### src/rtl/mem_pipe_pkg.sv
// ########################################
// shared types for the load/store pipeline
// word width, operation codes, access sizes
// ########################################

`default_nettype none

package mem_pipe_pkg;

    // data and address width
    localparam int XLEN = 32;

    typedef logic [XLEN-1:0] word_t;    // values, addresses, pc
    typedef logic [4:0]      reg_idx_t;

    // operation codes
    typedef enum logic [1:0] {
        OP_ALU   = 2'd0,    // rd = rs1 + imm
        OP_LOAD  = 2'd1,
        OP_STORE = 2'd2,
        OP_BEQ   = 2'd3     // taken when rs1 == rs2
    } op_t;

    // access sizes, 2'd3 unused
    typedef enum logic [1:0] {
        SIZE_B = 2'd0,
        SIZE_H = 2'd1,
        SIZE_W = 2'd2
    } size_t;

endpackage

`default_nettype wire

### src/rtl/mem_stage2.sv
// ########################################
// memory-2 stage: stage register, load
// lane select and extension, writeback
// ########################################

`default_nettype none

module mem_stage2 (
    input  wire logic                  clk,
    input  wire logic                  rst_n,
    input  wire logic                  stall,

    input  wire logic                  m1_valid,
    input  mem_pipe_pkg::op_t          m1_op,
    input  mem_pipe_pkg::size_t        m1_size,
    input  wire logic                  m1_signed,
    input  mem_pipe_pkg::reg_idx_t     m1_rd_idx,
    input  mem_pipe_pkg::word_t        m1_result,
    input  mem_pipe_pkg::word_t        ram_rdata,

    output logic                       wb_valid,
    output logic                       wb_we,
    output mem_pipe_pkg::reg_idx_t     wb_rd_idx,
    output mem_pipe_pkg::word_t        wb_data
);

    logic                   valid_q;
    mem_pipe_pkg::op_t      op_q;
    mem_pipe_pkg::size_t    size_q;
    logic                   signed_q;
    mem_pipe_pkg::reg_idx_t rd_q;
    mem_pipe_pkg::word_t    result_q;
    mem_pipe_pkg::word_t    rdata_q;
    logic                   hold_vld;
    mem_pipe_pkg::word_t    rdata_hold;
    mem_pipe_pkg::word_t    rdata_in;
    mem_pipe_pkg::word_t    lane;
    mem_pipe_pkg::word_t    load_val;

    // the ram keeps reading while frozen, so keep the word that belongs to m1
    always_ff @(posedge clk) begin
        if (!rst_n) begin
            hold_vld <= 1'b0;
        end else if (!stall) begin
            hold_vld <= 1'b0;
        end else if (!hold_vld) begin
            hold_vld <= 1'b1;
        end
    end

    always_ff @(posedge clk) begin
        if (stall && !hold_vld) begin
            rdata_hold <= ram_rdata;    // first frozen edge only
        end
    end

    assign rdata_in = hold_vld ? rdata_hold : ram_rdata;

    always_ff @(posedge clk) begin
        if (!rst_n) begin
            valid_q <= 1'b0;
        end else if (!stall) begin
            valid_q <= m1_valid;
        end
    end

    always_ff @(posedge clk) begin
        if (!stall) begin
            op_q     <= m1_op;
            size_q   <= m1_size;
            signed_q <= m1_signed;
            rd_q     <= m1_rd_idx;
            result_q <= m1_result;
            rdata_q  <= rdata_in;
        end
    end

    assign lane = rdata_q >> {result_q[1:0], 3'b000};   // addressed byte to bit 0

    always_comb begin
        case (size_q)
            mem_pipe_pkg::SIZE_B: load_val = {{24{signed_q & lane[7]}}, lane[7:0]};
            mem_pipe_pkg::SIZE_H: load_val = {{16{signed_q & lane[15]}}, lane[15:0]};
            default:              load_val = rdata_q;
        endcase
    end

    assign wb_valid  = valid_q && !stall;
    assign wb_rd_idx = rd_q;
    assign wb_data   = (op_q == mem_pipe_pkg::OP_LOAD) ? load_val : result_q;

    // stores and branches retire without a register write
    assign wb_we = wb_valid && (rd_q != '0) &&
                   ((op_q == mem_pipe_pkg::OP_ALU) || (op_q == mem_pipe_pkg::OP_LOAD));

endmodule

`default_nettype wire

### config.mk
export PLATFORM = sky130hd
export DESIGN_NAME = mem_stage2
export DESIGN_NICKNAME = d
export VERILOG_FILES = /design/src/rtl/mem_pipe_pkg.sv /design/src/rtl/mem_stage2.sv
export SDC_FILE = /design/constraint.sdc
export NUM_CORES = 1
export LEC_CHECK = 0
export BUFFER_PORTS_ARGS = -buffer_cell sky130_fd_sc_hd__buf_2
export CAP_MARGIN = 20
export CORE_MARGIN = 5
export CORE_UTILIZATION = 30
export DETAILED_ROUTE_END_ITERATION = 12
export GPL_ROUTABILITY_DRIVEN = 0
export HOLD_SLACK_MARGIN = 0.15
export SYNTH_ARGS = -nofsm -noshare
export SYNTH_HDL_FRONTEND = slang
export SYNTH_SLANG_ARGS = --single-unit
### constraint.sdc
create_clock -name clk -period 5.8 [get_ports clk]
set_input_delay 0.29 -clock clk [delete_from_list [all_inputs] [get_ports clk]]
set_output_delay 0.29 -clock clk [all_outputs]
set_load 0.005 [all_outputs]
# ---- After elaboration in Yosys (flattened, before gate mapping)
# Cells that the tools add are included.
dict set report classes {
  eq_ne 2
  reduce_logical 10
  bitwise_logic 2
  shifts 1
  muxes 4
}
# operator n
set ops {}
lappend ops {{32-bit 2-to-1 mux} 2}
lappend ops {{32-bit case mux with 2 select lines} 1}
lappend ops {{32-bit by 5-bit >> shifter with 16-bit output} 1}
lappend ops {{5-bit nonzero test} 1}
lappend ops {{2-bit by 1-bit == test with 1-bit output (second input constant)} 2}
lappend ops {{1-bit logical AND} 4}
lappend ops {{2-bit logical NOT} 2}
lappend ops {{1-bit bitwise AND} 2}
lappend ops {{1-bit logical NOT} 2}
lappend ops {{1-bit logical OR} 1}
lappend ops {{1-bit 2-to-1 mux} 1}
dict set report totals {
  wordCells 28
  output_inout_bits 39
  input_bits 78
  regBits 108
}

# ---- Logic depth before layout (Yosys ltp)
dict set report logic_depth {
  word_depth 4
  mapped_depth 7
  ltp_nobuf 4
}

# ---- Least setup slack after synthesis
# No wires, ideal clock.
dict set report synth_path {
  path_type {in2reg}
  start {input stall}
  end {register rdata_hold[0] (enable)}
  stages 2
  arrival_ps 2797
  setup_slack_ps 2488
  n_path_buf 0
  cell_sequence {inv_1 > nor2_1}
}
dict set report synth_between {
  elab_chain_len 1
}
# element line
set synth_rtl {}
lappend synth_rtl {{start, declared} mem_stage2.sv:11} ;# input wire logic stall,
lappend synth_rtl {{1-bit logical AND} mem_stage2.sv:52} ;# if (stall && !hold_vld) begin
lappend synth_rtl {{end signal, assigned} mem_stage2.sv:53} ;# rdata_hold <= ram_rdata;
lappend synth_rtl {{end, declared} mem_stage2.sv:35} ;# mem_pipe_pkg::word_t rdata_hold;
# Every way passes these cells.
# A chain may end at the register's enable or synchronous reset.

# ---- Final worst setup path
dict set report layout_path {
  start {register result_q[1]}
  end {output wb_data[19]}
}
dict set report layout_between {
  elab_chain_len 4
  elab_cells_between_ends 5
  classes_between {1 x shift; 2 x mux; 2 x bitwise}
}
# element line
set layout_rtl {}
lappend layout_rtl {{start, declared} mem_stage2.sv:32} ;# mem_pipe_pkg::word_t result_q;
lappend layout_rtl {{start signal, assigned} mem_stage2.sv:73} ;# result_q <= m1_result;
lappend layout_rtl {{32-bit by 5-bit >> shifter with 16-bit output (*)} mem_stage2.sv:78} ;# assign lane = rdata_q >> {result_q[1:0], 3'b000};
lappend layout_rtl {{1-bit bitwise AND, on equally long branches} {mem_stage2.sv:83, mem_stage2.sv:82}}
lappend layout_rtl {{32-bit case mux with 2 select lines (*)} mem_stage2.sv:81} ;# case (size_q)
lappend layout_rtl {{32-bit 2-to-1 mux (*)} mem_stage2.sv:90} ;# assign wb_data = (op_q == mem_pipe_pkg::OP_LOAD) ? load_val : result_q;
lappend layout_rtl {{end, declared} mem_stage2.sv:24} ;# output mem_pipe_pkg::word_t wb_data
# Mark *: on every way between the ends. The rest lies on a longest branch, timed or not.

==> flow_metrics.env <==
export IMPL_synth_area_leaders="edfxtp_1 68%, mux2_2 8.2%, nand3_1 2.3%"
export IMPL_cts_reportedPaths_clkPinSlew_ns=0.08
export IMPL_hold_path_class="input pin to flop"
export IMPL_cp_arrival_ns=2.41
export IMPL_power_frac_seq_pct=51.6
export IMPL_max_cap_viol_count=0
export IMPL_die_w_um=135
export IMPL_drt_initial_drc_count=244
export IMPL_antenna_left=0
export IMPL_htree_levels=3
export IMPL_ys_ff_latch=108
export IMPL_cts_setup_buffers=0
export IMPL_critPathMaxFanout=16
export IMPL_vias_per_cell=4.56
export IMPL_drv_slew=0
export IMPL_dieArea_um2=18200
export IMPL_fmax_mhz=371
export IMPL_area_delta_synth_final_pct=38.8
export IMPL_power_density_nw_per_um2=282
export IMPL_place_hpwl_mm=8.28
export IMPL_hold_viol_final=0
export IMPL_port_buffers=116
export IMPL_final_util_pct=42.7
export IMPL_swShare_pct=24.0
export IMPL_grt_first_pass_wirelength_mm=18.4
export IMPL_r2r_slack_ns=4.15
export IMPL_fin_skew_ns=0.00919
export IMPL_worstSetupPathType="flop to primary output"
export IMPL_drive_gt1_share_pct=38.1
export IMPL_internal_power_mw=1.40
export IMPL_fin_crit_ns=2.70
export IMPL_rsz0062_at_grt="no"
export IMPL_remaining_drc_errors=0
export IMPL_critPathLaunchType="flop"
export IMPL_clock_latency_ns=0.35
export IMPL_leakage_nw=2.57
export IMPL_grt_use_total_pct=13.2
export IMPL_seq_area_frac_synth_pct=68.7
export IMPL_ys_async_sr_fraction_pct=0
export IMPL_synth_most_common_cell="edfxtp_1"
export IMPL_synth_nets=394
export IMPL_die_h_um=135
export IMPL_core_area_um2=15300
export IMPL_outcome="complete, no violations"
export IMPL_synthFlopType="edfxtp_1"
export IMPL_fin_tns_setup_ns=0
export IMPL_synth_top_area_share_pct=67.9
export IMPL_synth_top_cell_by_area="edfxtp_1"
export IMPL_syn_area_um2=4690
export IMPL_worst_pin_slew_ns=0.994
export IMPL_overflow=0
export IMPL_synth_enable_flop_cells=106
export IMPL_fillers=1411
export IMPL_cts_path_max_buffers=2
export IMPL_switchingPower_uw=441
export IMPL_diodes=0
export IMPL_cts_resized_gates=0
export IMPL_initial_core_util_pct=30.7
export IMPL_ys_types=39
export IMPL_cts_root_buf="clkbuf_16"
export IMPL_syn_mean_instance_area_um2=14.8
export IMPL_io_pins=117
export IMPL_cts_tree="built"
export IMPL_hold_ws_ns=0.166
export IMPL_synth_commonest_cells="106 x edfxtp_1, 34 x mux2_2, 29 x nand2_1"
export IMPL_yosysWarnings=0
export IMPL_nets=579
export IMPL_synth_cells=316
export IMPL_ff_latch_area_um2=3220
export IMPL_numCtsBuffers=9
export IMPL_relSlewSlack_pct=33.7
export IMPL_avgRoutedWirePerCell_um=17.1
export IMPL_p_comb_share_pct=13.9
export IMPL_ir_worst_vdd_mv=0.138
export IMPL_multiInputGateArea_um2=1350
export IMPL_setup_viol=0
export IMPL_num_rows=45
export IMPL_power_share_clock_pct=34.5
export IMPL_drtPass1Iterations=4
export IMPL_grt_max_degree=76
export IMPL_period_share_pct=46.5
export IMPL_crit_path_end_kind="primary output"
export IMPL_cts_sinks=108
export IMPL_required_ns=5.51
export IMPL_antenna_found_initial=0
export IMPL_wirelength_mm=12.2
export IMPL_first_global_vias=3337
export IMPL_vias=3273
## state kept, by name, summed over array words and instances (netlist names)
name	count
hold_vld	1
op_q	2
rdata_hold	32
rdata_q	32
result_q	32
signed_q	1
size_q	2
valid_q	1
wb_rd_idx	5
## critical path: stages, from the launching register on
cell	delay (ns)
edfxtp_1	0.79
mux2_4	0.37
a32oi_1	0.17
a211o_2	0.43
nand3_1	0.13
buf_2	0.16
## layout make-up
class	count	share of cell area, %
Sequential cell	108	49.5
Timing Repair Buffer	196	21.0
Multi-Input combinational cell	184	20.7
Tap cell	211	4.05
Clock buffer	9	3.46
Clock inverter	7	1.23
Inverter	2	0.115
## power by group through the flow
stage / Combinational (mW) / Clock, mW / Sequential (mW)
after floorplan: 0.133 / 0 / 0.951
after global placement: 0.214 / 0 / 0.964
after detailed placement: 0.217 / 0 / 0.966
after CTS: 0.258 / 0.648 / 0.948
after global routing: 0.283 / 0.676 / 0.953
final: 0.256 / 0.634 / 0.948
## worst paths after layout
| kind | from | endpoint | cells after the start |
|---|---|---|---|
| worst min-delay path | ram_rdata[11] | rdata_hold[11]$_DFFE_PP_ | 1 |
| worst min register to register | valid_q$_SDFFE_PN0N_ | valid_q$_SDFFE_PN0N_ | 2 |
| worst max register to register | hold_vld$_SDFF_PN0_ | rdata_hold[30]$_DFFE_PP_ | 3 |
| worst max-delay path | result_q[1]$_DFFE_PN_ | wb_data[19] | 5 |
## per-layer routing
layer / wire length, um / GRT usage, %
met2: 5790 / 21.0
met3: 814 / 3.84
met4: 86 / 3.58
met5: 0 / 0
met1: 5540 / 17.9
## kinds of logic (layout without fill, tap and decap cells)
group	after synthesis	count (layout)	share of synthesized area, %
compound gates	53	53	7.76
buf+inv	24	214	2.72
simple gates	87	87	10.3
mux	44	44	10.5
flops	108	108	68.7
## cells in the final DEF, fill, tap and decap left out, types with 5 or more instances in the layout
cell	count
o21ai_0	8
dlygate4sd3_1	74
nand3_1	22
clkbuf_16	9
mux2i_1	8
mux2_2	34
buf_2	116
o22a_1	8
nand3_2	10
a2bb2oi_1	5
edfxtp_1	106
nand2_1	29
buf_4	6
a22oi_1	7
o22ai_1	5
a21oi_1	12
## what timing repair did
action	in CTS	in global routing
hold buffers	74	0
setup endpoints to repair	0	0
hold endpoints to repair	75	0
## stage by stage
step / instance area (um2) / setup slack [ns] / power (mW) / std cells
finish: 6510 / 3.10 / 1.84 / 717
global route: 6510 / 2.97 / 1.91 / 717
CTS: 6510 / 3.07 / 1.85 / 717
detailed placement: 5470 / 3.46 / 1.18 / 627
global placement: 5470 / 3.56 / 1.18 / 627
floorplan: 4690 / 2.49 / 1.08 / 316
No activity file was read; power rests on OpenSTA's default activity.
