### src/rtl/mem_pipe_pkg.sv
// ########################################
// shared types for the load/store pipeline
// word width, operation codes, access sizes
// ########################################

`default_nettype none

package mem_pipe_pkg;

    // data and address width
    localparam int XLEN = 32;

    typedef logic [XLEN-1:0] word_t;    // values, addresses, pc
    typedef logic [4:0]      reg_idx_t;

    // operation codes
    typedef enum logic [1:0] {
        OP_ALU   = 2'd0,    // rd = rs1 + imm
        OP_LOAD  = 2'd1,
        OP_STORE = 2'd2,
        OP_BEQ   = 2'd3     // taken when rs1 == rs2
    } op_t;

    // access sizes, 2'd3 unused
    typedef enum logic [1:0] {
        SIZE_B = 2'd0,
        SIZE_H = 2'd1,
        SIZE_W = 2'd2
    } size_t;

endpackage

`default_nettype wire

### src/rtl/exec_stage.sv
// ########################################
// execute stage: input register, address /
// alu adder, branch compare and target
// ########################################

`default_nettype none

module exec_stage (
    input  wire logic                  clk,
    input  wire logic                  rst_n,
    input  wire logic                  stall,
    input  wire logic                  squash,

    input  wire logic                  in_valid,
    input  mem_pipe_pkg::op_t          in_op,
    input  mem_pipe_pkg::size_t        in_size,
    input  wire logic                  in_signed,
    input  mem_pipe_pkg::word_t        in_pc,
    input  mem_pipe_pkg::word_t        in_rs1_val,
    input  mem_pipe_pkg::word_t        in_rs2_val,
    input  mem_pipe_pkg::word_t        in_imm,
    input  mem_pipe_pkg::reg_idx_t     in_rd_idx,

    output logic                       e_valid,
    output mem_pipe_pkg::op_t          e_op,
    output mem_pipe_pkg::size_t        e_size,
    output logic                       e_signed,
    output mem_pipe_pkg::reg_idx_t     e_rd_idx,
    output mem_pipe_pkg::word_t        e_result,
    output mem_pipe_pkg::word_t        e_rs2_val,
    output mem_pipe_pkg::word_t        e_target,
    output logic                       e_branch
);

    logic                   valid_q;
    mem_pipe_pkg::op_t      op_q;
    mem_pipe_pkg::size_t    size_q;
    logic                   signed_q;
    mem_pipe_pkg::word_t    pc_q;
    mem_pipe_pkg::word_t    rs1_q;
    mem_pipe_pkg::word_t    rs2_q;
    mem_pipe_pkg::word_t    imm_q;
    mem_pipe_pkg::reg_idx_t rd_q;

    always_ff @(posedge clk) begin
        if (!rst_n) begin
            valid_q <= 1'b0;
        end else if (!stall) begin
            valid_q <= in_valid;
        end
    end

    // payload, held with the valid
    always_ff @(posedge clk) begin
        if (!stall) begin
            op_q     <= in_op;
            size_q   <= in_size;
            signed_q <= in_signed;
            pc_q     <= in_pc;
            rs1_q    <= in_rs1_val;
            rs2_q    <= in_rs2_val;
            imm_q    <= in_imm;
            rd_q     <= in_rd_idx;
        end
    end

    // a taken branch ahead kills the held op, unless the pipe is frozen
    assign e_valid = valid_q && (stall || !squash);

    assign e_op      = op_q;
    assign e_size    = size_q;
    assign e_signed  = signed_q;
    assign e_rd_idx  = rd_q;
    assign e_rs2_val = rs2_q;

    assign e_result = rs1_q + imm_q;    // alu sum and load/store address
    assign e_target = pc_q + imm_q;

    assign e_branch = (op_q == mem_pipe_pkg::OP_BEQ) && (rs1_q == rs2_q);

endmodule

`default_nettype wire

### config.mk
export PLATFORM = sky130hd
export DESIGN_NAME = exec_stage
export DESIGN_NICKNAME = d
export VERILOG_FILES = /design/src/rtl/mem_pipe_pkg.sv /design/src/rtl/exec_stage.sv
export SDC_FILE = /design/constraint.sdc
export NUM_CORES = 1
export LEC_CHECK = 0
export BUFFER_PORTS_ARGS = -buffer_cell sky130_fd_sc_hd__buf_2
export CORE_MARGIN = 4
export CORE_UTILIZATION = 45
export CTS_CLUSTER_DIAMETER = 200
export DETAILED_ROUTE_END_ITERATION = 8
export GPL_ROUTABILITY_DRIVEN = 0
export PLACE_DENSITY = 0.78
export SLEW_MARGIN = 30
export SYNTH_ARGS = -nofsm -noshare
export SYNTH_HDL_FRONTEND = slang
export SYNTH_SLANG_ARGS = --single-unit
### constraint.sdc
create_clock -name clk -period 5.8 [get_ports clk]
set_input_delay 0.58 -clock clk [delete_from_list [all_inputs] [get_ports clk]]
set_output_delay 0.58 -clock clk [all_outputs]
set_load 0.01 [all_outputs]
# Yosys cells after proc, flatten, opt, wreduce, memory -nomap -nowiden
# Index checks and enable logic that the tools add are counted.
dict set report word_totals {
  register_bits 139
  latchBits 0
  ram_bits 0
  romBits 0
  in_bits 143
  output_inout_bits 108
  word_cells 17
  mem_count 0
}
dict set report op_classes {
  n_addsub 2
  n_mul 0
  div 0
  magnitude_cmp 0
  eq_ne 2
  shift 0
  n_mux 0
  bitwise 0
  reduce_logical 4
}
# op count
set op_table {}
lappend op_table {{$add 32x32->32} 2}
lappend op_table {{$eq 32x32->1} 1}
lappend op_table {{$eq 2x2->1 const B} 1}
lappend op_table {{$logic_and 1x1->1} 2}
lappend op_table {{$logic_not 1->1} 1}
lappend op_table {{$logic_or 1x1->1} 1}

# Longest topological paths before layout
# Gate-level depths: netlist of run 1.
dict set report logic_depth {
  word_depth 3
  ltp_mapped 10
  mapped_depth_nobuf 10
}

# Worst setup path before layout of run 1
# Ideal clock, no wire load.
dict set report synth_path {
  path_type {input to output}
  from {input stall}
  to {output e_valid}
  arrival_time_ns 3.974
  required_time_ns 5.220
  path_slack_ns 1.246
  cell_stages 2
  path_buffers 0
  cell_sequence {inv_1 -> a21boi_0}
}
dict set report synth_between {
  elab_chain_len 2
}
# element line_no
set synth_lines {}
lappend synth_lines {{start: declaration} exec_stage.sv:11} ;# input wire logic stall,
lappend synth_lines {{$logic_or 1x1->1} exec_stage.sv:68} ;# assign e_valid = valid_q && (stall || !squash);
lappend synth_lines {{$logic_and 1x1->1} exec_stage.sv:68}
lappend synth_lines {{end: declaration} exec_stage.sv:24} ;# output logic e_valid,
# Every way passes these cells.

# Final worst setup path of run 1
dict set report layout_path {
  from {register imm_q[0]}
  to {output e_target[28]}
}
dict set report layout_between {
  elab_chain_len 1
}
# element line_no
set layout_lines {}
lappend layout_lines {{start: declaration} exec_stage.sv:42} ;# mem_pipe_pkg::word_t imm_q;
lappend layout_lines {{start signal: assignment} exec_stage.sv:62} ;# imm_q <= in_imm;
lappend layout_lines {{$add 32x32->32} exec_stage.sv:77} ;# assign e_target = pc_q + imm_q;
lappend layout_lines {{end: declaration} exec_stage.sv:31} ;# output mem_pipe_pkg::word_t e_target,
# Every way passes these cells.

==> results of run 1 <==
-- area by class of cell --
cell class / instances / share of cell area [%]
sequential: 139 / 42.3
multi-input combinational: 466 / 35.4
timing repair buffer: 251 / 12.8
clock buffer: 17 / 4.33
tap: 220 / 2.80
clock inverter: 15 / 1.63
inverter: 15 / 0.623
antenna: 2 / 0.0509
-- worst min path at each step --
stage | from | end | slack, ns | depth (start not counted)
after floorplan | valid_q$_SDFFE_PN0N_ | valid_q$_SDFFE_PN0N_ | 0.48 | 2
after global placement | valid_q$_SDFFE_PN0N_ | valid_q$_SDFFE_PN0N_ | 0.50 | 2
after detailed placement | valid_q$_SDFFE_PN0N_ | valid_q$_SDFFE_PN0N_ | 0.51 | 2
after CTS | in_size[1] | e_size[1]$_DFFE_PN_ | 0.31 | 1
after global routing | in_rs1_val[5] | rs1_q[5]$_DFFE_PN_ | 0.30 | 1
final | in_rs1_val[0] | rs1_q[0]$_DFFE_PN_ | 0.33 | 1
-- sequential cells by signal, summed over array words and instances, names as in the netlist --
name	count
rs1_q	32
e_signed	1
valid_q	1
e_size	2
e_rd_idx	5
e_op	2
e_rs2_val	32
pc_q	32
imm_q	32
-- layout by cell type (no fill, tap or decap), drive strengths merged, types with 3 or more instances in the layout --
cell     count
a21o        20
clkinv       5
o31ai        4
nand3       15
buf        251
and3         6
o21bai      15
and2         3
o221ai       3
nor2b        5
nand4       10
nand2       34
a221oi       4
nor3         5
inv         22
a41oi        3
a2111oi      4
nor4         6
nand2b       4
a211oi       8
clkbuf      17
xnor2       55
o211ai       5
ha          62
a31oi        6
xor2        38
o21a         3
a21oi       63
o21ai       25
edfxtp     138
nor2        35
-- metal layers --
metal	track usage, %	vias up
met5	0	-
met4	6.75	0
met3	5.52	20
met2	37.1	218
met1	26.5	2835
li1	-	2946
-- power breakdown --
part | switching [mW] | internal (mW) | total (mW)
Combinational | 0.550 | 0.413 | 0.962
Clock | 0.460 | 0.608 | 1.07
Sequential | 0.0605 | 1.20 | 1.26
Total | 1.07 | 2.22 | 3.29
-- per-stage QoR --
step,instances,instance area [um^2],util (%),hold WS (ns)
4_1_cts,1123,9830,58.8,0.312
3_5_place_dp,1091,9240,55.3,0.507
6_report,1125,9840,58.9,0.330
2_1_floorplan,625,7730,-,0.479
3_3_place_gp,1091,9240,55.3,0.495
5_1_grt,1125,9840,58.9,0.302
-- cell families after synthesis --
logic type                 after synthesis
DFF                                    139
and+or+nand+nor                        129
buffers and inverters                   20
xor gates and xnor gates                93
AOI/OAI and AO/OA                      178
muxes                                    2
adders and majority gates               64
==> metrics.txt, run 1 <==
run status complete, no violations; Tot GR Track Use between 20% and 30%; first-pass GRT wire length roughly 32000 um; RSZ-0062 raised after global routing false; maximum VDD drop roughly 0.00032 V; share of cells above drive strength 1 33.2%; clock-pin slew on the worst setup and hold paths roughly 0.070 ns; buffers plus inverters on the worst setup path 1; Pwr Density between 300 and 400 nW/um^2; area grow syn2layout 27.2%; I/O Buffers 250; Hold Crit Class in2reg; largest net degree at the start of global routing a little under 80; CTS Buf Count 17; register area share after synthesis between 50 and 60%; total power 3.29 mW; Slew @ Worst Pin ~0.73 ns; root buffer cell clkbuf_16; CP delay by family, top compound AO/OA/AOI/OAI gates; P_leak ~4.2 nW; Crit. End Element output pin; die span in x approximately 140 um; area share of the largest cell type after synthesis between 50 and 60%; First-pass DRT Iterations 6; largest area contributor in the netlist edfxtp_1; cts hold-fix bufs 0; post-synthesis compound-gate area fraction between 10% and 20%; count of flip-flops with a built-in enable after synthesis between 100 and 150; final setup violation count 0; final slew viol count 0; Max-Cap Viols 0; fin worst setup slack between 1.5 and 2 ns; simple-gate area share of the yosys netlist under 10%; routed len/inst 18.7 um; main area contributors after synthesis edfxtp_1 54%, ha_1 10%, xnor2_1 6.2%; fmax between 200 and 300 MHz; GRT overflow 0; Async SR Flop Fraction 0%; end point of the critical path e_target[28]; CP startpoint imm_q[0]$_DFFE_PN_; Die Y roughly 140 um; H-tree Lvls 4; Crit path depth 11; final hold vios 0; syn_area_per_cell around 12 um^2; post-synthesis adder-cell area fraction approximately a tenth; skew final 0 ns; # IOs approximately 250; DRC 0; Rel. slew slack between 50% and 60%; CP arrival 3.32 ns; post-route ant nets 0; core box area around 17000 um^2; Largest stage delay, worst path 0.41 ns; Main synth FF type edfxtp_1; Mapped Cells ~630; FF-to-FF End valid_q$_SDFFE_PN0N_; register area 4160 um^2; RR Startpoint valid_q$_SDFFE_PN0N_; Crit path required time approximately 5.2 ns; crit-path max FO 4; Multi-input gate area about 3500 um^2; cells along the critical path ha_1 > fa_1 > a21o_1 > nand3_1 > a32oi_2 > a31o_2 > a21bo_2 > a21oi_1 > o21ai_0 > xor2_1 > buf_2; dpl hpwl ~17000 um; mux cell area share after synthesis less than 1%; via/cell ratio ~5.4; Synth Cell Area 7730 um^2; Highest Signal Layer met4; Commonest cells post-synth 138 x edfxtp_1, 62 x ha_1, 60 x a21oi_1; FF-to-FF setup slack around 5.2 ns; post-synth cell types 56; initial antenna violation count 2; WS Path Type reg2out; row count 47; Final #Nets 1097; DRC marker count from the first detailed-route iteration a little over 300; TritonCTS clock tree yes; vias in the first global route about 6000; TNS Setup 0 ns; met3 routed WL 1330 um; FILL cells between 1000 and 1500; Period minus WS final around 3.9 ns; largest family of logic cells by synthesized area compound AO/OA/AOI/OAI gates; clock sinks ~140; dpl ws 2.34 ns; worst r2r path cells 2; Worst Setup Start Kind register; met1 WL between 8000 and 9000 um; die area around 19000 um^2; met2 wire len between 10000 and 15000 um; Skew-Pair Late Insertion Delay 0.42 ns; Yosys Warn Count 0; Initial Util 46.3%; Syn Nets ~830; DR vias between 6000 and 7000; Final Cycle Share between 60% and 70%; PostCTS Resize Cnt 0; DRT Wirelength roughly 21000 um; post-CTS repair timing setup buffer count 0; XOR/XNOR Fraction of Synth Area about a tenth; Crit-path slowest cell fa_1; clock buffer depth 2; most numerous cell in the Yosys netlist edfxtp_1; Yosys reg bits approximately 140
Note: power is estimated with default switching activity, not from simulation.
==> run 2: changes to the inputs <==
--- a/config.mk
+++ b/config.mk
@@ -11,7 +11,7 @@
 export CTS_CLUSTER_DIAMETER = 200
 export DETAILED_ROUTE_END_ITERATION = 8
 export GPL_ROUTABILITY_DRIVEN = 0
-export PLACE_DENSITY = 0.78
+export PLACE_DENSITY = 0.81
 export SLEW_MARGIN = 30
 export SYNTH_ARGS = -nofsm -noshare
 export SYNTH_HDL_FRONTEND = slang
==> constraint.sdc (replaced) <==
create_clock -name clk -period 3.3 [get_ports clk]
set_input_delay 0.33 -clock clk [delete_from_list [all_inputs] [get_ports clk]]
set_output_delay 0.33 -clock clk [all_outputs]
set_load 0.01 [all_outputs]
==> run 2 against run 1 <==
  * The run now ends with setup timing left
  * Clock-buffer cell count is the same
  * Core utilization grew 6.7 points
  * Critical path depth is the same
  * Sequential share of layout area shrank 4.3 points
  * Clock skew is the same
  * Largest cell class is now multi-input combinational cells
==> metrics.txt, run 2 (synthesis results as in run 1) <==
Worst Setup Start Kind register; Crit. End Element output pin; commonest cells after routing, fill and taps aside 250 x buf_2, 138 x edfxtp_1, 53 x xnor2_1; initial antenna violation count 3 (+1); DR vias 6444 (+7.1%); final slew viol count 0 (unchanged); Final Instance Area 11000 um^2 (+11%); H-tree Lvls 4 (unchanged); Tot GR Track Use 22.6% (+1.1 points); Final Cycle Share 102%; fin worst setup slack -0.0654 ns (-1.97 ns); Slew @ Worst Pin 0.515 ns (-0.219 ns); Psw 2.06 mW (+92%); most common cell after layout, fill and taps aside buf_2; failing checks setup timing; TritonCTS clock tree yes; vias in the first global route 6355 (+3.4%); Crit-path slowest cell edfxtp_1; Period minus WS final between 3 and 4 ns; clock buffer depth 2 (unchanged); skew final 0 ns (unchanged); FILL cells 1212 (-13%); via/cell ratio 5.49 (+2.7%); WS Path Type reg2out; Hold Crit Class in2reg; Comb pwr share 33.2% (+3.9 points); area grow syn2layout 41.7%; most used cell, CP o211ai_2; root buffer cell clkbuf_16; DP Area 9280 um^2 (+0.45%); share of cells above drive strength 1 45.1% (+12 points); CP arrival 3.04 ns (-0.28 ns); post-route ant nets 0 (unchanged); die area 19300 um^2 (unchanged); Largest stage delay, worst path 0.49 ns (+0.08 ns); Net Sw Frac 32.9% (+0.35 points); die span in x 139 um (unchanged); CTS Buf Count 17 (unchanged); first-pass GRT wire length 34200 um (+5.9%); final hold vios 0 (unchanged); maximum VDD drop 0.000428 V (+32%); # IOs 251 (unchanged); Die Y 139 um (unchanged); Max-Cap Viols 0 (unchanged); Core Util, Final 65.6% (+6.7 points); Internal 4.20 mW (+89%); First-pass DRT Iterations 5 (-1); Clk pwr share 31.0% (-1.5 points); Skew-Pair Late Insertion Delay 0.42 ns (about the same); run status complete, but fails checks; DRC 0 (unchanged); GRT overflow 0 (unchanged); Final #Nets 1145 (+4.4%); row count 47 (unchanged); Crit path required time 2.97 ns (-2.25 ns); routed len/inst 20.1 um (+7.7%); dpl hpwl 16900 um (+0.36%); Pwr Density 571 nW/um^2 (+71%); Seq pwr share 35.7% (-2.5 points); fmax between 200 and 300 MHz; clock-pin slew on the worst setup and hold paths 0.07 ns (about the same); P_leak 4.48 nW (+7.1%); final setup violation count 10 (+10); Initial Util 46.3% (unchanged); clock sinks 139 (unchanged); I/O Buffers 250 (unchanged); RSZ-0062 raised after global routing true; crit-path max FO 3 (-1); DRT Wirelength 23600 um (+12%); core box area 16700 um^2 (unchanged); Rel. slew slack 64.8% (+14 points); DRC marker count from the first detailed-route iteration 406 (+34%); cells along the critical path buf_6 > fa_2 > a21oi_2 > o21ai_2 > o211ai_2 > a2111oi_4 > o211ai_2 > o221a_1 > buf_4 > xnor2_2 > buf_2; largest net degree at the start of global routing 99 (+25%)
run 2: metal layers:
metal	track usage, %	part of all wire, %
met1	27.6	40
met5	0	0.055
met2	38.9	50
met4	7.42	3.2
met3	6.24	6.1
run 2: stage by stage:
| stage | hold slack (ns) | setup WS [ns] | cells | setup TNS, ns | power, mW |
|---|---|---|---|---|---|
| 3_5_place_dp | 0.508 | 0.142 | 1095 | 0 | 3.95 |
| 2_1_floorplan | 0.429 | 0.209 | 625 | 0 | 3.30 |
| 5_1_grt | 0.0492 | -0.226 | 1173 | -2.25 | 6.56 |
| 6_report | 0.0788 | -0.0654 | 1173 | -0.371 | 6.26 |
| 4_1_cts | 0.0594 | -0.0556 | 1151 | -0.0760 | 6.02 |
| 3_3_place_gp | 0.503 | 0.169 | 1095 | 0 | 3.92 |
run 2: path summary, 6_finish.rpt:
check / slack (ns) / end / cells after the start / start
worst max register to register: 2.70 / valid_q$_SDFFE_PN0N_ / 2 / valid_q$_SDFFE_PN0N_
worst min-delay path: 0.08 / e_size[0]$_DFFE_PN_ / 1 / in_size[0]
worst max-delay path: -0.07 / e_result[26] / 11 / imm_q[1]$_DFFE_PN_
worst min register to register: 0.54 / valid_q$_SDFFE_PN0N_ / 2 / valid_q$_SDFFE_PN0N_
run 2: repair_timing:
action | 4_1_cts | 5_1_grt
buffers inserted | 24 | 21
setup endpoints to repair | 25 | 26
hold buffers | 0 | 0
gates resized for setup | 46 | 79
pin swaps | 31 | 40
run 2: layout make-up:
class | instances | area, um^2 | share of cell area (%)
Inverter | 15 | 60.1 | 0.548
Clock inverter | 15 | 180 | 1.64
Antenna cell | 2 | 5.00 | 0.0457
Multi-Input combinational cell | 466 | 4190 | 38.3
Timing Repair Buffer | 299 | 1660 | 15.1
Sequential cell | 139 | 4160 | 38.0
Clock buffer | 17 | 425 | 3.88
Tap cell | 220 | 275 | 2.51
run 2: critical path, delay by kind of cell, from the launching register on:
family          cells  cell delay [ns]
compound gates      6             1.17
xor+xnor            1             0.10
fa+ha+maj           1             0.39
buf+inv             3             0.45
flops               1             0.49
run 2: power groups by stage:
stage | Combinational (mW) | Clock [mW] | Sequential, mW
3_3_place_gp | 1.68 | 0 | 2.25
2_1_floorplan | 1.07 | 0 | 2.23
3_5_place_dp | 1.70 | 0 | 2.25
4_1_cts | 1.83 | 1.97 | 2.22
6_report | 2.08 | 1.94 | 2.24
5_1_grt | 2.24 | 2.07 | 2.25
