==> src/rtl/mem_pipe_pkg.sv <==
// ########################################
// shared types for the load/store pipeline
// word width, operation codes, access sizes
// ########################################

`default_nettype none

package mem_pipe_pkg;

    // data and address width
    localparam int XLEN = 32;

    typedef logic [XLEN-1:0] word_t;    // values, addresses, pc
    typedef logic [4:0]      reg_idx_t;

    // operation codes
    typedef enum logic [1:0] {
        OP_ALU   = 2'd0,    // rd = rs1 + imm
        OP_LOAD  = 2'd1,
        OP_STORE = 2'd2,
        OP_BEQ   = 2'd3     // taken when rs1 == rs2
    } op_t;

    // access sizes, 2'd3 unused
    typedef enum logic [1:0] {
        SIZE_B = 2'd0,
        SIZE_H = 2'd1,
        SIZE_W = 2'd2
    } size_t;

endpackage

`default_nettype wire

==> src/rtl/mem_stage1.sv <==
// ########################################
// memory-1 stage: stage register, store
// issue, branch redirect, forwarding view
// ########################################

`default_nettype none

module mem_stage1 #(
    parameter int ADDR_WIDTH = 8
) (
    input  wire logic                  clk,
    input  wire logic                  rst_n,
    input  wire logic                  stall,
    input  wire logic                  flush,

    input  wire logic                  e_valid,
    input  mem_pipe_pkg::op_t          e_op,
    input  mem_pipe_pkg::size_t        e_size,
    input  wire logic                  e_signed,
    input  mem_pipe_pkg::reg_idx_t     e_rd_idx,
    input  mem_pipe_pkg::word_t        e_result,
    input  mem_pipe_pkg::word_t        e_rs2_val,
    input  mem_pipe_pkg::word_t        e_target,
    input  wire logic                  e_branch,

    output logic                       m1_valid,
    output mem_pipe_pkg::op_t          m1_op,
    output mem_pipe_pkg::size_t        m1_size,
    output logic                       m1_signed,
    output mem_pipe_pkg::reg_idx_t     m1_rd_idx,
    output mem_pipe_pkg::word_t        m1_result,

    output logic                       branch_taken,
    output mem_pipe_pkg::word_t        branch_target,

    output logic                       ram_we,
    output logic [3:0]                 ram_be,
    output logic [ADDR_WIDTH-1:0]      ram_waddr,
    output mem_pipe_pkg::word_t        ram_wdata,

    output logic                       fwd_we,
    output mem_pipe_pkg::reg_idx_t     fwd_rd_idx,
    output mem_pipe_pkg::word_t        fwd_val,
    output logic                       fwd_val_avail
);

    logic                   valid_q;
    mem_pipe_pkg::op_t      op_q;
    mem_pipe_pkg::size_t    size_q;
    logic                   signed_q;
    mem_pipe_pkg::reg_idx_t rd_q;
    mem_pipe_pkg::word_t    result_q;
    mem_pipe_pkg::word_t    rs2_q;
    mem_pipe_pkg::word_t    target_q;
    logic                   branch_q;
    logic                   writes_rd;

    always_ff @(posedge clk) begin
        if (!rst_n) begin
            valid_q <= 1'b0;
        end else if (!stall) begin
            valid_q <= e_valid;
        end
    end

    always_ff @(posedge clk) begin
        if (!stall) begin
            op_q     <= e_op;
            size_q   <= e_size;
            signed_q <= e_signed;
            rd_q     <= e_rd_idx;
            result_q <= e_result;
            rs2_q    <= e_rs2_val;
            target_q <= e_target;
            branch_q <= e_branch;
        end
    end

    // op leaves this cycle only if neither flushed nor frozen
    assign m1_valid  = valid_q && !flush && !stall;
    assign m1_op     = op_q;
    assign m1_size   = size_q;
    assign m1_signed = signed_q;
    assign m1_rd_idx = rd_q;
    assign m1_result = result_q;

    assign branch_taken  = valid_q && branch_q;
    assign branch_target = target_q;

    assign ram_we    = m1_valid && (op_q == mem_pipe_pkg::OP_STORE);
    assign ram_waddr = result_q[ADDR_WIDTH+1:2];    // word index

    // byte lanes from size and low address bits
    always_comb begin
        case (size_q)
            mem_pipe_pkg::SIZE_B: begin
                ram_be    = 4'b0001 << result_q[1:0];
                ram_wdata = rs2_q << {result_q[1:0], 3'b000};
            end
            mem_pipe_pkg::SIZE_H: begin
                ram_be    = 4'b0011 << {result_q[1], 1'b0};
                ram_wdata = rs2_q << {result_q[1], 4'b0000};
            end
            default: begin
                ram_be    = 4'b1111;
                ram_wdata = rs2_q;
            end
        endcase
    end

    assign writes_rd = (op_q == mem_pipe_pkg::OP_ALU) || (op_q == mem_pipe_pkg::OP_LOAD);

    assign fwd_we        = valid_q && writes_rd && (rd_q != '0);
    assign fwd_rd_idx    = rd_q;
    assign fwd_val       = result_q;
    assign fwd_val_avail = valid_q && (op_q == mem_pipe_pkg::OP_ALU);   // load data not here yet

endmodule

`default_nettype wire

==> config.mk <==
export PLATFORM = sky130hd
export DESIGN_NAME = mem_stage1
export DESIGN_NICKNAME = d
export VERILOG_FILES = /design/src/rtl/mem_pipe_pkg.sv /design/src/rtl/mem_stage1.sv
export SDC_FILE = /design/constraint.sdc
export NUM_CORES = 1
export LEC_CHECK = 0
export ABC_AREA = 1
export BUFFER_PORTS_ARGS = -buffer_cell sky130_fd_sc_hd__buf_2
export CAP_MARGIN = 20
export CORE_MARGIN = 1.5
export CORE_UTILIZATION = 39
export DETAILED_ROUTE_END_ITERATION = 10
export PLACE_DENSITY = 0.76
export SYNTH_ARGS = -nofsm -noshare
export SYNTH_HDL_FRONTEND = slang
export SYNTH_SLANG_ARGS = --single-unit
==> constraint.sdc <==
create_clock -name clk -period 2.6 [get_ports clk]
set_input_delay 0.13 -clock clk [delete_from_list [all_inputs] [get_ports clk]]
set_output_delay 0.13 -clock clk [all_outputs]
set_load 0.02 [all_outputs]
Word-level counts from Yosys, hierarchy flattened
Cells that the tools add are included.

storage, ports and cells
  input port bits = 112
  output and inout port bits = 160
  register bits after elaboration = 108

operators by class
  muxes and demuxes = 2
  reductions and logical operators = 13
  equality and inequality tests = 3
  shift-type cells = 4

operators with widths
  cell                   count
  $pmux W32 S2           1
  $shl A32 B5 Y32        2
  $pmux W4 S2            1
  $logic_and A1 B1 Y1    7
  $reduce_bool A5 Y1     1
  $eq A2 B1 Y1 const B   2
  $logic_not A2 Y1       2
  $shl A1 B2 Y4 const A  1
  $shl A2 B2 Y4 const A  1
  $eq A2 B2 Y1 const B   1
  $logic_not A1 Y1       2
  $logic_or A1 B1 Y1     1

Longest topological paths before layout
Gate-level depths: netlist of the first run.

  depth in word-level cells = 4
  gate-level depth with buffers = 8
  depth with buffers taken out = 6

Worst setup path after synthesis of the first run
No wires, ideal clock.

  kind = in2out
  from = input stall
  to = output ram_we
  stages = 3
  required time = 2.470 ns
  arrival = 2.979 ns
  path buffers = 0
  path slack = -0.509 ns
  path through = inv_1 nand2_1 nor3_1

on the way
  word-level cells in the longest chain between the ends = 3

ends and longest elaborated chain
  what                 RTL line          RTL
  start, declared      mem_stage1.sv:13  input wire logic stall,
  $logic_not A1 Y1     mem_stage1.sv:80  assign m1_valid = valid_q && !flush && !stall;
  $logic_and A1 B1 Y1  mem_stage1.sv:80
  $logic_and A1 B1 Y1  mem_stage1.sv:90  assign ram_we = m1_valid && (op_q == mem_pipe_pkg::OP_STORE);
  end, declared        mem_stage1.sv:36  output logic ram_we,

Every way passes these cells.

Worst setup path after layout of the first run
  from = register size_q[1] (netlist: m1_size[1])
  to = output ram_wdata[18]

on the way
  word-level cells in the longest chain between the ends = 2
  elaborated cells on any way between the ends = 3
  those cells by class = 1 x eq/ne; 1 x mux; 1 x reduce/logical

ends and longest elaborated chain
  what                                              RTL line          RTL
  start, declared                                   mem_stage1.sv:49  mem_pipe_pkg::size_t size_q;
  start signal, assigned                            mem_stage1.sv:69  size_q <= e_size;
  $eq A2 B1 Y1 or $logic_not A2 Y1 (tied branches)  mem_stage1.sv:95  case (size_q)
  $pmux W32 S2 *                                    mem_stage1.sv:95
  end, declared                                     mem_stage1.sv:39  output mem_pipe_pkg::word_t ram_wdata,

Every way passes the cells marked *; elsewhere a longest branch is shown, timed or not.

==> results of run 1 <==
final cells by class:
class                      count  share of cell area, %
multi-input combinational    167                   10.8
timing repair buffer         381                   34.9
inverter                      28                   1.55
tap                          143                   2.55
clock inverter                 7                  0.944
sequential                   108                   46.0
clock buffer                   9                   3.21
path summary, 6_finish.rpt:
check | to | slack, ns | cells past startpoint
max | ram_wdata[18] | 0.27 | 6
min | valid_q | 0.03 | 2
max reg2reg | valid_q | 1.90 | 2
min reg2reg | valid_q | 0.58 | 2
power groups by stage:
stage               combinational [mW]  clock (mW)  sequential [mW]
floorplan                        0.458           0             2.29
global placement                 0.833           0             2.19
detailed placement               0.841           0             2.19
CTS                              0.968        1.37             2.16
global route                      1.05        1.42             2.18
finish                           0.978        1.35             2.16
what timing repair did:
item                                   in CTS  in global routing
setup endpoints to repair                   0                  0
hold buffers                              107                  0
endpoints found under the hold margin     107                  0
cell usage in the layout, fill, tap and decap left out, types with 2 or more instances in the layout:
| cell type | netlist | routed |
|---|---|---|
| buf_2 | 1 | 271 |
| edfxtp_1 | 107 | 107 |
| dlygate4sd3_1 | 0 | 107 |
| nand2_1 | 60 | 60 |
| nor2_1 | 42 | 42 |
| nand3_1 | 25 | 25 |
| inv_1 | 24 | 23 |
| a21oi_1 | 18 | 18 |
| clkbuf_16 | 0 | 9 |
| nand3b_1 | 8 | 8 |
| nand2_2 | 5 | 5 |
| inv_2 | 4 | 4 |
| inv_6 | 0 | 4 |
| nor3_1 | 3 | 3 |
| buf_4 | 49 | 3 |
| nand2_4 | 2 | 2 |
stage by stage:
step / setup slack [ns] / hold WS [ns] / std cells / util [%]
after floorplan: 0.543 / 0.223 / 356 / -
after detailed placement: 0.682 / 0.308 / 720 / 50.0
after global placement: 0.779 / 0.306 / 720 / 50.0
final: 0.266 / 0.0329 / 843 / 62.0
after global routing: 0.0708 / 0.0375 / 843 / 62.0
after CTS: 0.297 / 0.0264 / 843 / 62.0
state kept, by name, summed over array words and instances (netlist names):
name,flops
branch_target,32
fwd_val,32
rs2_q,32
fwd_rd_idx,5
m1_op,2
m1_size,2
branch_q,1
m1_signed,1
valid_q,1
per-layer routing:
layer  routed length (um)  track usage [%]  vias to the layer above
met3                 1290             7.52                       32
met2                 7190             38.0                      232
li1                     -                -                     1836
met4                  356             9.34                        0
met5                    0                0                        -
met1                 4940             24.8                     1825
worst max-delay path, cell delays in order, from the launching register on:
cell,delay [ns]
edfxtp_1,0.83
inv_2,0.12
nand2_2,0.29
nand2_4,0.20
nor2_1,0.15
a21oi_1,0.07
buf_2,0.17
logic make-up after synthesis:
logic type | share of synthesized area [%]
buf+inv | 11.2
flops | 71.9
compound gates | 2.48
simple gates | 14.4
==> results.md, run 1 <==
* FF-to-FF Start: valid_q
* Worst EP required at 2.47 ns
* Final WL at 13.8 mm
* Drt initial violations at 236
* RSZ-0062 raised after global routing: no
* PwrDens at 639 nW/um2
* Start point of the worst hold path: stall
* Area contributors post-synth: edfxtp_1 (71%), buf_4 (8.2%), nand2_1 (5.0%), nor2_1 (3.5%), nand3_1 (2.8%)
* Peak VDD IR at 0.612 mV
* Row count at 39
* Die height at 110 um
* Share of cells above drive strength 1 at 43.3%
* Sequential fraction of the synthesis area at 71.9%
* Layout area overhead at 56.1%
* Postcts setup bufs at 0
* Most frequent cell after synthesis: edfxtp_1
* Port Buffers at 271
* Post-synth net total at 468
* Total congestion overflow at 0
* Seq pwr share at 48.2%
* Initial core utilization at 39.7%
* Ys flop type: edfxtp_1
* Via count at 3925
* DIE AREA at 12200 um2
* Multi-input logic area at 759 um2
* Ports at 272
* Min-delay worst type: in2reg
* Vias in the first global route at 3927
* Setup TNS at 0 ns
* Max_cap viols at 0
* Yosys top cell area share at 71.5%
* Post-route cell area at 7020 um2
* Final #Nets at 807
* Core area at 11300 um2
* F_max at 428 MHz
* Initial antenna violation count at 0
* First-pass GRT wire length at 19.6 mm
* Post-synth EDFFs at 107
* Unique masters post-synth at 20
* Ys async rst share at 0%
* Crit-path max FO at 20
* Status: finished, final reports clean
* Hold Vio Cnt, Final at 0
* Logic pwr share at 21.8%
* Post-synthesis cell count at 356
* Worst path arrival time at 2.20 ns
* Tot GR Track Use at 22.0%
* Crit end category: output port
* Placed cell areas at 5660 um2
* Total Power at 4.49 mW
* Clock Path Buffers at 2
* Fin. max-slew vios at 0
* Pleak at 3.28 nW
* Horiz. Die Dim at 110 um
* Detailed-route vias per instance at 4.66
* P_int at 3.13 mW
* Htree depth at 3
* Setup Crit Path Kind: reg2out
* Filler instances at 872
* Tightest Pin Transition at 0.737 ns
* Ratio of final minimum period to clock period at 89.8%
* TritonCTS clock tree: yes
* Antenna cell count at 0
* Final Critical Period at 2.33 ns
* CP Launch Point: m1_size[1]
* Clk pwr share at 30.0%
* Drt pass-1 iters at 5
* Switching share of power at 30.3%
* Worst Clk Skew at 0 ns
* Clk_lat worst skew at 0.35 ns
* Switching pwr at 1.36 mW
* Synth Cell Area at 4500 um2
* Total CTS buffers at 9
* HPWL after DPL at 9.03 mm
* Yosys warnings at 0
* Most frequent cells after synthesis: edfxtp_1 (107), nand2_1 (60), buf_4 (49)
* Largest net degree at the start of global routing at 53
* Final-report setup violation count at 0
* DRC at 0
* Post-DR wirelength/cell at 16.3 um
* CTS root buf: clkbuf_16
* Clock transition at path regs at 0.08 ns
* Crit path launch type: flip-flop
* Routability cong. at 0.927
* Register bit total from synthesis at 108
* FF/Latch Area at 3230 um2
* Syn avg cell area at 12.6 um2
* DRT antenna net count at 0
* Largest area contributor in the netlist: edfxtp_1
* Max-slew headroom at 50.8%
* Clock sinks at 108
* Post-CTS Resized at 0
No activity file was read; power rests on OpenSTA's default activity.
==> run 2: changes to the inputs <==
--- a/config.mk
+++ b/config.mk
@@ -8,10 +8,10 @@
 export ABC_AREA = 1
 export BUFFER_PORTS_ARGS = -buffer_cell sky130_fd_sc_hd__buf_2
 export CAP_MARGIN = 20
-export CORE_MARGIN = 1.5
-export CORE_UTILIZATION = 39
+export CORE_AREA = 2 2 104 106
 export DETAILED_ROUTE_END_ITERATION = 10
-export PLACE_DENSITY = 0.76
+export DIE_AREA = 0 0 106 108
+export PLACE_DENSITY = 0.81
 export SYNTH_ARGS = -nofsm -noshare
 export SYNTH_HDL_FRONTEND = slang
 export SYNTH_SLANG_ARGS = --single-unit
==> constraint.sdc (replaced) <==
create_clock -name clk -period 3 [get_ports clk]
set_input_delay 0.15 -clock clk [delete_from_list [all_inputs] [get_ports clk]]
set_output_delay 0.15 -clock clk [all_outputs]
set_load 0.02 [all_outputs]
==> results.md, run 2 (synthesis gave the netlist of run 1 again) <==
* R2r endpoint: valid_q
* Share of cells above drive strength 1 at 43.2% (-0.062 points)
* Reg2reg path depth at 2 (unchanged)
* Core area at 10200 um2 (-9.6%)
* Initial core utilization at 44.0% (+4.2 points)
* DRC at 0 (unchanged)
* Htree depth at 3 (unchanged)
* Total congestion overflow at 0 (unchanged)
* Post-route cell area at 6940 um2 (-1.2%)
* Vias in the first global route at 4107 (+4.6%)
* RSZ-0062 raised after global routing: no
* Final Critical Period at 2.46 ns
* Final #Nets at 808 (+0.12%)
* Final-report setup violation count at 0 (unchanged)
* F_max at 407 MHz
* Crit end category: output port
* Cts hold-fix bufs at 108 (+0.93%)
* Most common cell after layout, fill and taps aside: buf_2
* Post-route setup slack at 0.540 ns (+0.274 ns)
* Worst Clk Skew at 0 ns (unchanged)
* Top cell by count, worst path: nor2_1
* Detailed-route vias per instance at 4.78 (+2.7%)
* Slowest stage cell, crit path: edfxtp_1
* Fin. max-slew vios at 0 (unchanged)
* Drt initial violations at 186 (-21%)
* Row count at 37 (-5.1%)
* Die height at 108 um (-2.2%)
* Ratio of final minimum period to clock period at 82.0%
* CTS root buf: clkbuf_8
* Routability cong. at 0.895 (-3.4%)
* Post-CTS Resized at 0 (unchanged)
* Port Buffers at 271 (unchanged)
* TritonCTS clock tree: yes
* Peak VDD IR at 0.474 mV (-22%)
* Crit path buffers/inverters at 2 (unchanged)
* R2r setup slk at 2.27 ns (+0.37 ns)
* Horiz. Die Dim at 106 um (-4.0%)
* Min-delay worst type: in2reg
* First-pass GRT wire length at 22.5 mm (+15%)
* Crit path launch type: flip-flop
* PwrDens at 520 nW/um2 (-19%)
* DRT antenna net count at 0 (unchanged)
* Pre-CTS WS at 1.02 ns (+0.341 ns)
* CP Launch Point: m1_size[1]
* Status: finished, final reports clean
* Clock Path Buffers at 2 (unchanged)
* Hold Slack at 0.0528 ns (+0.0199 ns)
* HPWL after DPL at 9.72 mm (+7.6%)
* CP peak stage delay at 0.86 ns (+0.03 ns)
* Setup TNS at 0 ns (unchanged)
* Layout area overhead at 54.2%
* Total Power at 3.61 mW (-20%)
* Largest net degree at the start of global routing at 65 (+23%)
* Initial antenna violation count at 1 (+1)
* Instance count on the critical path at 7 (+1)
* Via count at 4006 (+2.1%)
* Tightest Pin Transition at 0.769 ns (+0.0316 ns)
* Clock transition at path regs at 0.11 ns (+0.03 ns)
* Drt pass-1 iters at 5 (unchanged)
* Ports at 272 (unchanged)
* Worst path arrival time at 2.31 ns (+0.11 ns)
* Final WL at 15.5 mm (+13%)
* Clock sinks at 108 (unchanged)
* Tot GR Track Use at 26.9% (+4.9 points)
* Family with the most delay on the worst path: flip-flops
* Worst EP required at 2.85 ns (+0.38 ns)
* Placed cell areas at 5660 um2 (about the same)
* Max-slew headroom at 48.7% (-2.1 points)
* Worst setup path end: ram_wdata[25]
* Worst hold stages at 3 (+1)
* Setup Crit Path Kind: reg2out
* Hold Vio Cnt, Final at 0 (unchanged)
* FF-to-FF Start: valid_q
* Critical-path cell list: inv_2 -> nand2_2 -> nand3_1 -> nand2_1 -> nor2_1 -> nor2_1 -> buf_2
* Commonest cells after routing, fill and taps aside: buf_2 (271), dlygate4sd3_1 (108), edfxtp_1 (107)
* Postcts setup bufs at 0 (unchanged)
* Post-DR wirelength/cell at 18.5 um (+13%)
* Pleak at 3.24 nW (-1.3%)
* Total CTS buffers at 9 (unchanged)
* Max_cap viols at 0 (unchanged)
* DIE AREA at 11400 um2 (-6.0%)
* Crit-path max FO at 20 (unchanged)
* Clk_lat worst skew at 0.38 ns (+0.03 ns)
[run 2: cell count changes in the layout (fill, tap and decap cells not counted)]
| cell | previous run | this run |
|---|---|---|
| buf_12 | 0 | 1 |
| buf_4 | 3 | 2 |
| clkbuf_1 | 0 | 1 |
| clkbuf_16 | 9 | 0 |
| clkbuf_8 | 0 | 11 |
| clkinv_1 | 1 | 0 |
| clkinv_4 | 0 | 2 |
| clkinv_8 | 1 | 0 |
| clkinvlp_4 | 1 | 2 |
| diode_2 | 0 | 1 |
| dlygate4sd3_1 | 107 | 108 |
| inv_6 | 4 | 1 |
| inv_8 | 1 | 0 |
[run 2: where the power goes]
group          internal [mW]  switching (mW)  leakage (nW)
registers               1.79          0.0877          1.06
logic                  0.332           0.533          2.09
clock network          0.354           0.505        0.0932
[run 2: worst min path at each step]
stage / to / start
after floorplan: valid_q / stall
after global placement: branch_target[1] / e_target[1]
after detailed placement: branch_target[15] / e_target[15]
after CTS: valid_q / rst_n
after global routing: valid_q / rst_n
final: valid_q / rst_n
[run 2: layout make-up]
class	count	area [um2]
sequential	108	3230
antenna	1	2.50
timing repair buffer	382	2470
clock inverter	4	33.8
inverter	28	109
clock buffer	12	155
multi-input combinational	167	759
fill	723	3300
tap	136	170
[run 2: through the flow]
step                std cells  util (%)
finish                    838      67.8
global route              838      67.8
CTS                       837      67.8
detailed placement        713      55.4
global placement          713      55.4
floorplan                 356         -
[run 2: worst min-delay path: cells and delay by family]
family	cells	cell delay, ns
AOI/OAI and AO/OA	2	0.15
buffers and inverters	1	0.10
[run 2: per-layer routing]
layer | global-route usage (%) | vias up | part of all wire (%) | wire length, um
li1 | - | 1845 | - | -
met1 | 30.0 | 1887 | 37 | 5740
met2 | 47.3 | 237 | 52 | 8030
met3 | 8.80 | 37 | 8.0 | 1240
met4 | 11.8 | 0 | 3.1 | 488
met5 | 0 | - | 0 | 0
==> run 3: changes to the inputs <==
--- a/config.mk
+++ b/config.mk
@@ -8,10 +8,10 @@
 export ABC_AREA = 1
 export BUFFER_PORTS_ARGS = -buffer_cell sky130_fd_sc_hd__buf_2
 export CAP_MARGIN = 20
-export CORE_AREA = 2 2 104 106
+export CORE_MARGIN = 1.5
+export CORE_UTILIZATION = 39
 export DETAILED_ROUTE_END_ITERATION = 10
-export DIE_AREA = 0 0 106 108
-export PLACE_DENSITY = 0.81
+export PLACE_DENSITY = 0.76
 export SYNTH_ARGS = -nofsm -noshare
 export SYNTH_HDL_FRONTEND = slang
 export SYNTH_SLANG_ARGS = --single-unit
==> constraint.sdc (replaced) <==
create_clock -name clk -period 2.2 [get_ports clk]
set_input_delay 0.11 -clock clk [delete_from_list [all_inputs] [get_ports clk]]
set_output_delay 0.11 -clock clk [all_outputs]
set_load 0.02 [all_outputs]
==> results.md, run 3 (synthesis gave the netlist of run 1 again) <==
* Status: finished, final reports clean
* Worst EP required at 2.09 ns (-0.76 ns)
* Initial antenna violation count at 1 (unchanged)
* PwrDens at 758 nW/um2 (+46%)
* Crit-path max FO at 17 (-15%)
* Port Buffers at 271 (unchanged)
* Vias in the first global route at 3921 (-4.5%)
* Row count at 39 (+5.4%)
* Post-DR wirelength/cell at 16.1 um (-13%)
* Drt initial violations at 255 (+37%)
* Die height at 110 um (+2.2%)
* Worst Clk Skew at 0 ns (unchanged)
* Ratio of final minimum period to clock period at 93.8%
* Final-report setup violation count at 0 (unchanged)
* Clk_lat worst skew at 0.34 ns (-0.04 ns)
* Tightest Pin Transition at 0.333 ns (-0.435 ns)
* Final WL at 13.7 mm (-11%)
* CP peak stage delay at 0.52 ns (-0.34 ns)
* Core area at 11300 um2 (+11%)
* Final #Nets at 814 (+0.74%)
* Slowest stage cell, crit path: edfxtp_1
* HPWL after DPL at 9.00 mm (-7.4%)
* Commonest cells after routing, fill and taps aside: buf_2 (271), dlygate4sd3_1 (108), edfxtp_1 (107)
* Start point of the worst hold path: rst_n
* Max-slew headroom at 77.7% (+29 points)
* Share of cells above drive strength 1 at 43.8% (+0.62 points)
* Crit path launch type: flip-flop
* F_max at 485 MHz
* Worst hold stages at 3 (unchanged)
* Htree depth at 3 (unchanged)
* Initial core utilization at 39.7% (-4.2 points)
* Ports at 272 (unchanged)
* Placed cell areas at 5700 um2 (+0.64%)
* Total CTS buffers at 9 (unchanged)
* Worst path arrival time at 1.95 ns (-0.36 ns)
* Most common cell after layout, fill and taps aside: buf_2
* Crit end category: output port
* Final Critical Period at 2.06 ns
* First-pass GRT wire length at 19.7 mm (-13%)
* Total congestion overflow at 0 (unchanged)
* Setup TNS at 0 ns (unchanged)
* Min-delay worst type: in2reg
* Detailed-route vias per instance at 4.64 (-2.9%)
* TritonCTS clock tree: yes
* Critical-path cell list: nand2_2 -> nand2_2 -> nand2_1 -> nand2_1 -> nor2_1 -> buf_2
* FF-to-FF Start: valid_q
* DIE AREA at 12200 um2 (+6.4%)
* Hold Crit Endpoint: valid_q
* Reg2reg path depth at 2 (unchanged)
* Setup Crit Path Kind: reg2out
* Pleak at 3.33 nW (+2.7%)
* Filler instances at 826 (+14%)
* Clock sinks at 108 (unchanged)
* Hold Slack at 0.0266 ns (-0.0261 ns)
* Tot GR Track Use at 22.0% (-4.9 points)
* Clock transition at path regs at 0.07 ns (-0.04 ns)
* Routability cong. at 0.918 (+2.5%)
* Peak VDD IR at 0.707 mV (+49%)
* Largest net degree at the start of global routing at 60 (-7.7%)
* Layout area overhead at 58.4%
* R2r endpoint: valid_q
* Horiz. Die Dim at 110 um (+4.1%)
* Post-route cell area at 7120 um2 (+2.7%)
* DRC at 0 (unchanged)
* DRT antenna net count at 0 (unchanged)
* Via count at 3951 (-1.4%)
* Drt pass-1 iters at 6 (+1)
* Fin. max-slew vios at 0 (unchanged)
* CTS root buf: clkbuf_16
* R2r setup slk at 1.52 ns (-0.75 ns)
* Max_cap viols at 0 (unchanged)
* RSZ-0062 raised after global routing: no
* Hold Vio Cnt, Final at 0 (unchanged)
* Clock Path Buffers at 2 (unchanged)
run 3: repair_timing:
action / in CTS / in global routing
resized for setup: 0 / 0
hold buffers: 108 / 0
setup endpoints to repair: 0 / 12
hold endpoints to repair: 108 / 0
setup buffers: 0 / 4
run 3: layout make-up:
cell class                 count  area [um2]  share of cell area [%]
inverter                      28         109                    1.53
sequential                   108        3230                    45.4
clock buffer                   9         225                    3.16
timing repair buffer         388        2530                    35.5
tap                          143         179                    2.51
clock inverter                 7        83.8                    1.18
antenna                        1        2.50                  0.0351
multi-input combinational    167         759                    10.7
run 3: layer usage:
metal | track usage, % | vias to the layer above | share of wire [%]
met5 | 0 | - | 0
met4 | 8.24 | 0 | 2.2
met3 | 5.35 | 26 | 8.2
met2 | 39.1 | 227 | 53
met1 | 25.7 | 1843 | 37
li1 | - | 1855 | -
run 3: stage by stage:
stage	instances	power, mW	util (%)	setup WS (ns)
after CTS	846	5.40	62.6	0.102
final	851	5.40	62.9	0.137
after floorplan	356	3.25	-	0.163
after detailed placement	722	3.60	50.3	0.489
after global placement	722	3.58	50.3	0.589
after global routing	851	5.60	62.9	0.0347
run 3: report_power, final:
part	total, mW	leakage [nW]	switching (mW)	internal, mW
logic	1.19	2.12	0.722	0.465
clock network	1.67	0.149	0.765	0.904
registers	2.55	1.06	0.100	2.45
total	5.40	3.33	1.59	3.81
run 3: worst max-delay path by stage:
stage                    endpoint  startpoint  slack (ns)  cells past startpoint
finish              ram_wdata[25]  fwd_val[0]        0.14                      6
global route        ram_wdata[20]  m1_size[1]        0.03                      7
CTS                 ram_wdata[19]  m1_size[1]        0.10                      6
detailed placement  ram_wdata[19]  m1_size[1]        0.49                      6
global placement     ram_wdata[3]  m1_size[1]        0.59                      5
floorplan                branch_q       stall        0.16                      1
run 3: critical path: cells and delay by family (launching register included):
family | cells | cell delay, ns
simple gates | 5 | 0.88
buf+inv | 1 | 0.20
flops | 1 | 0.52
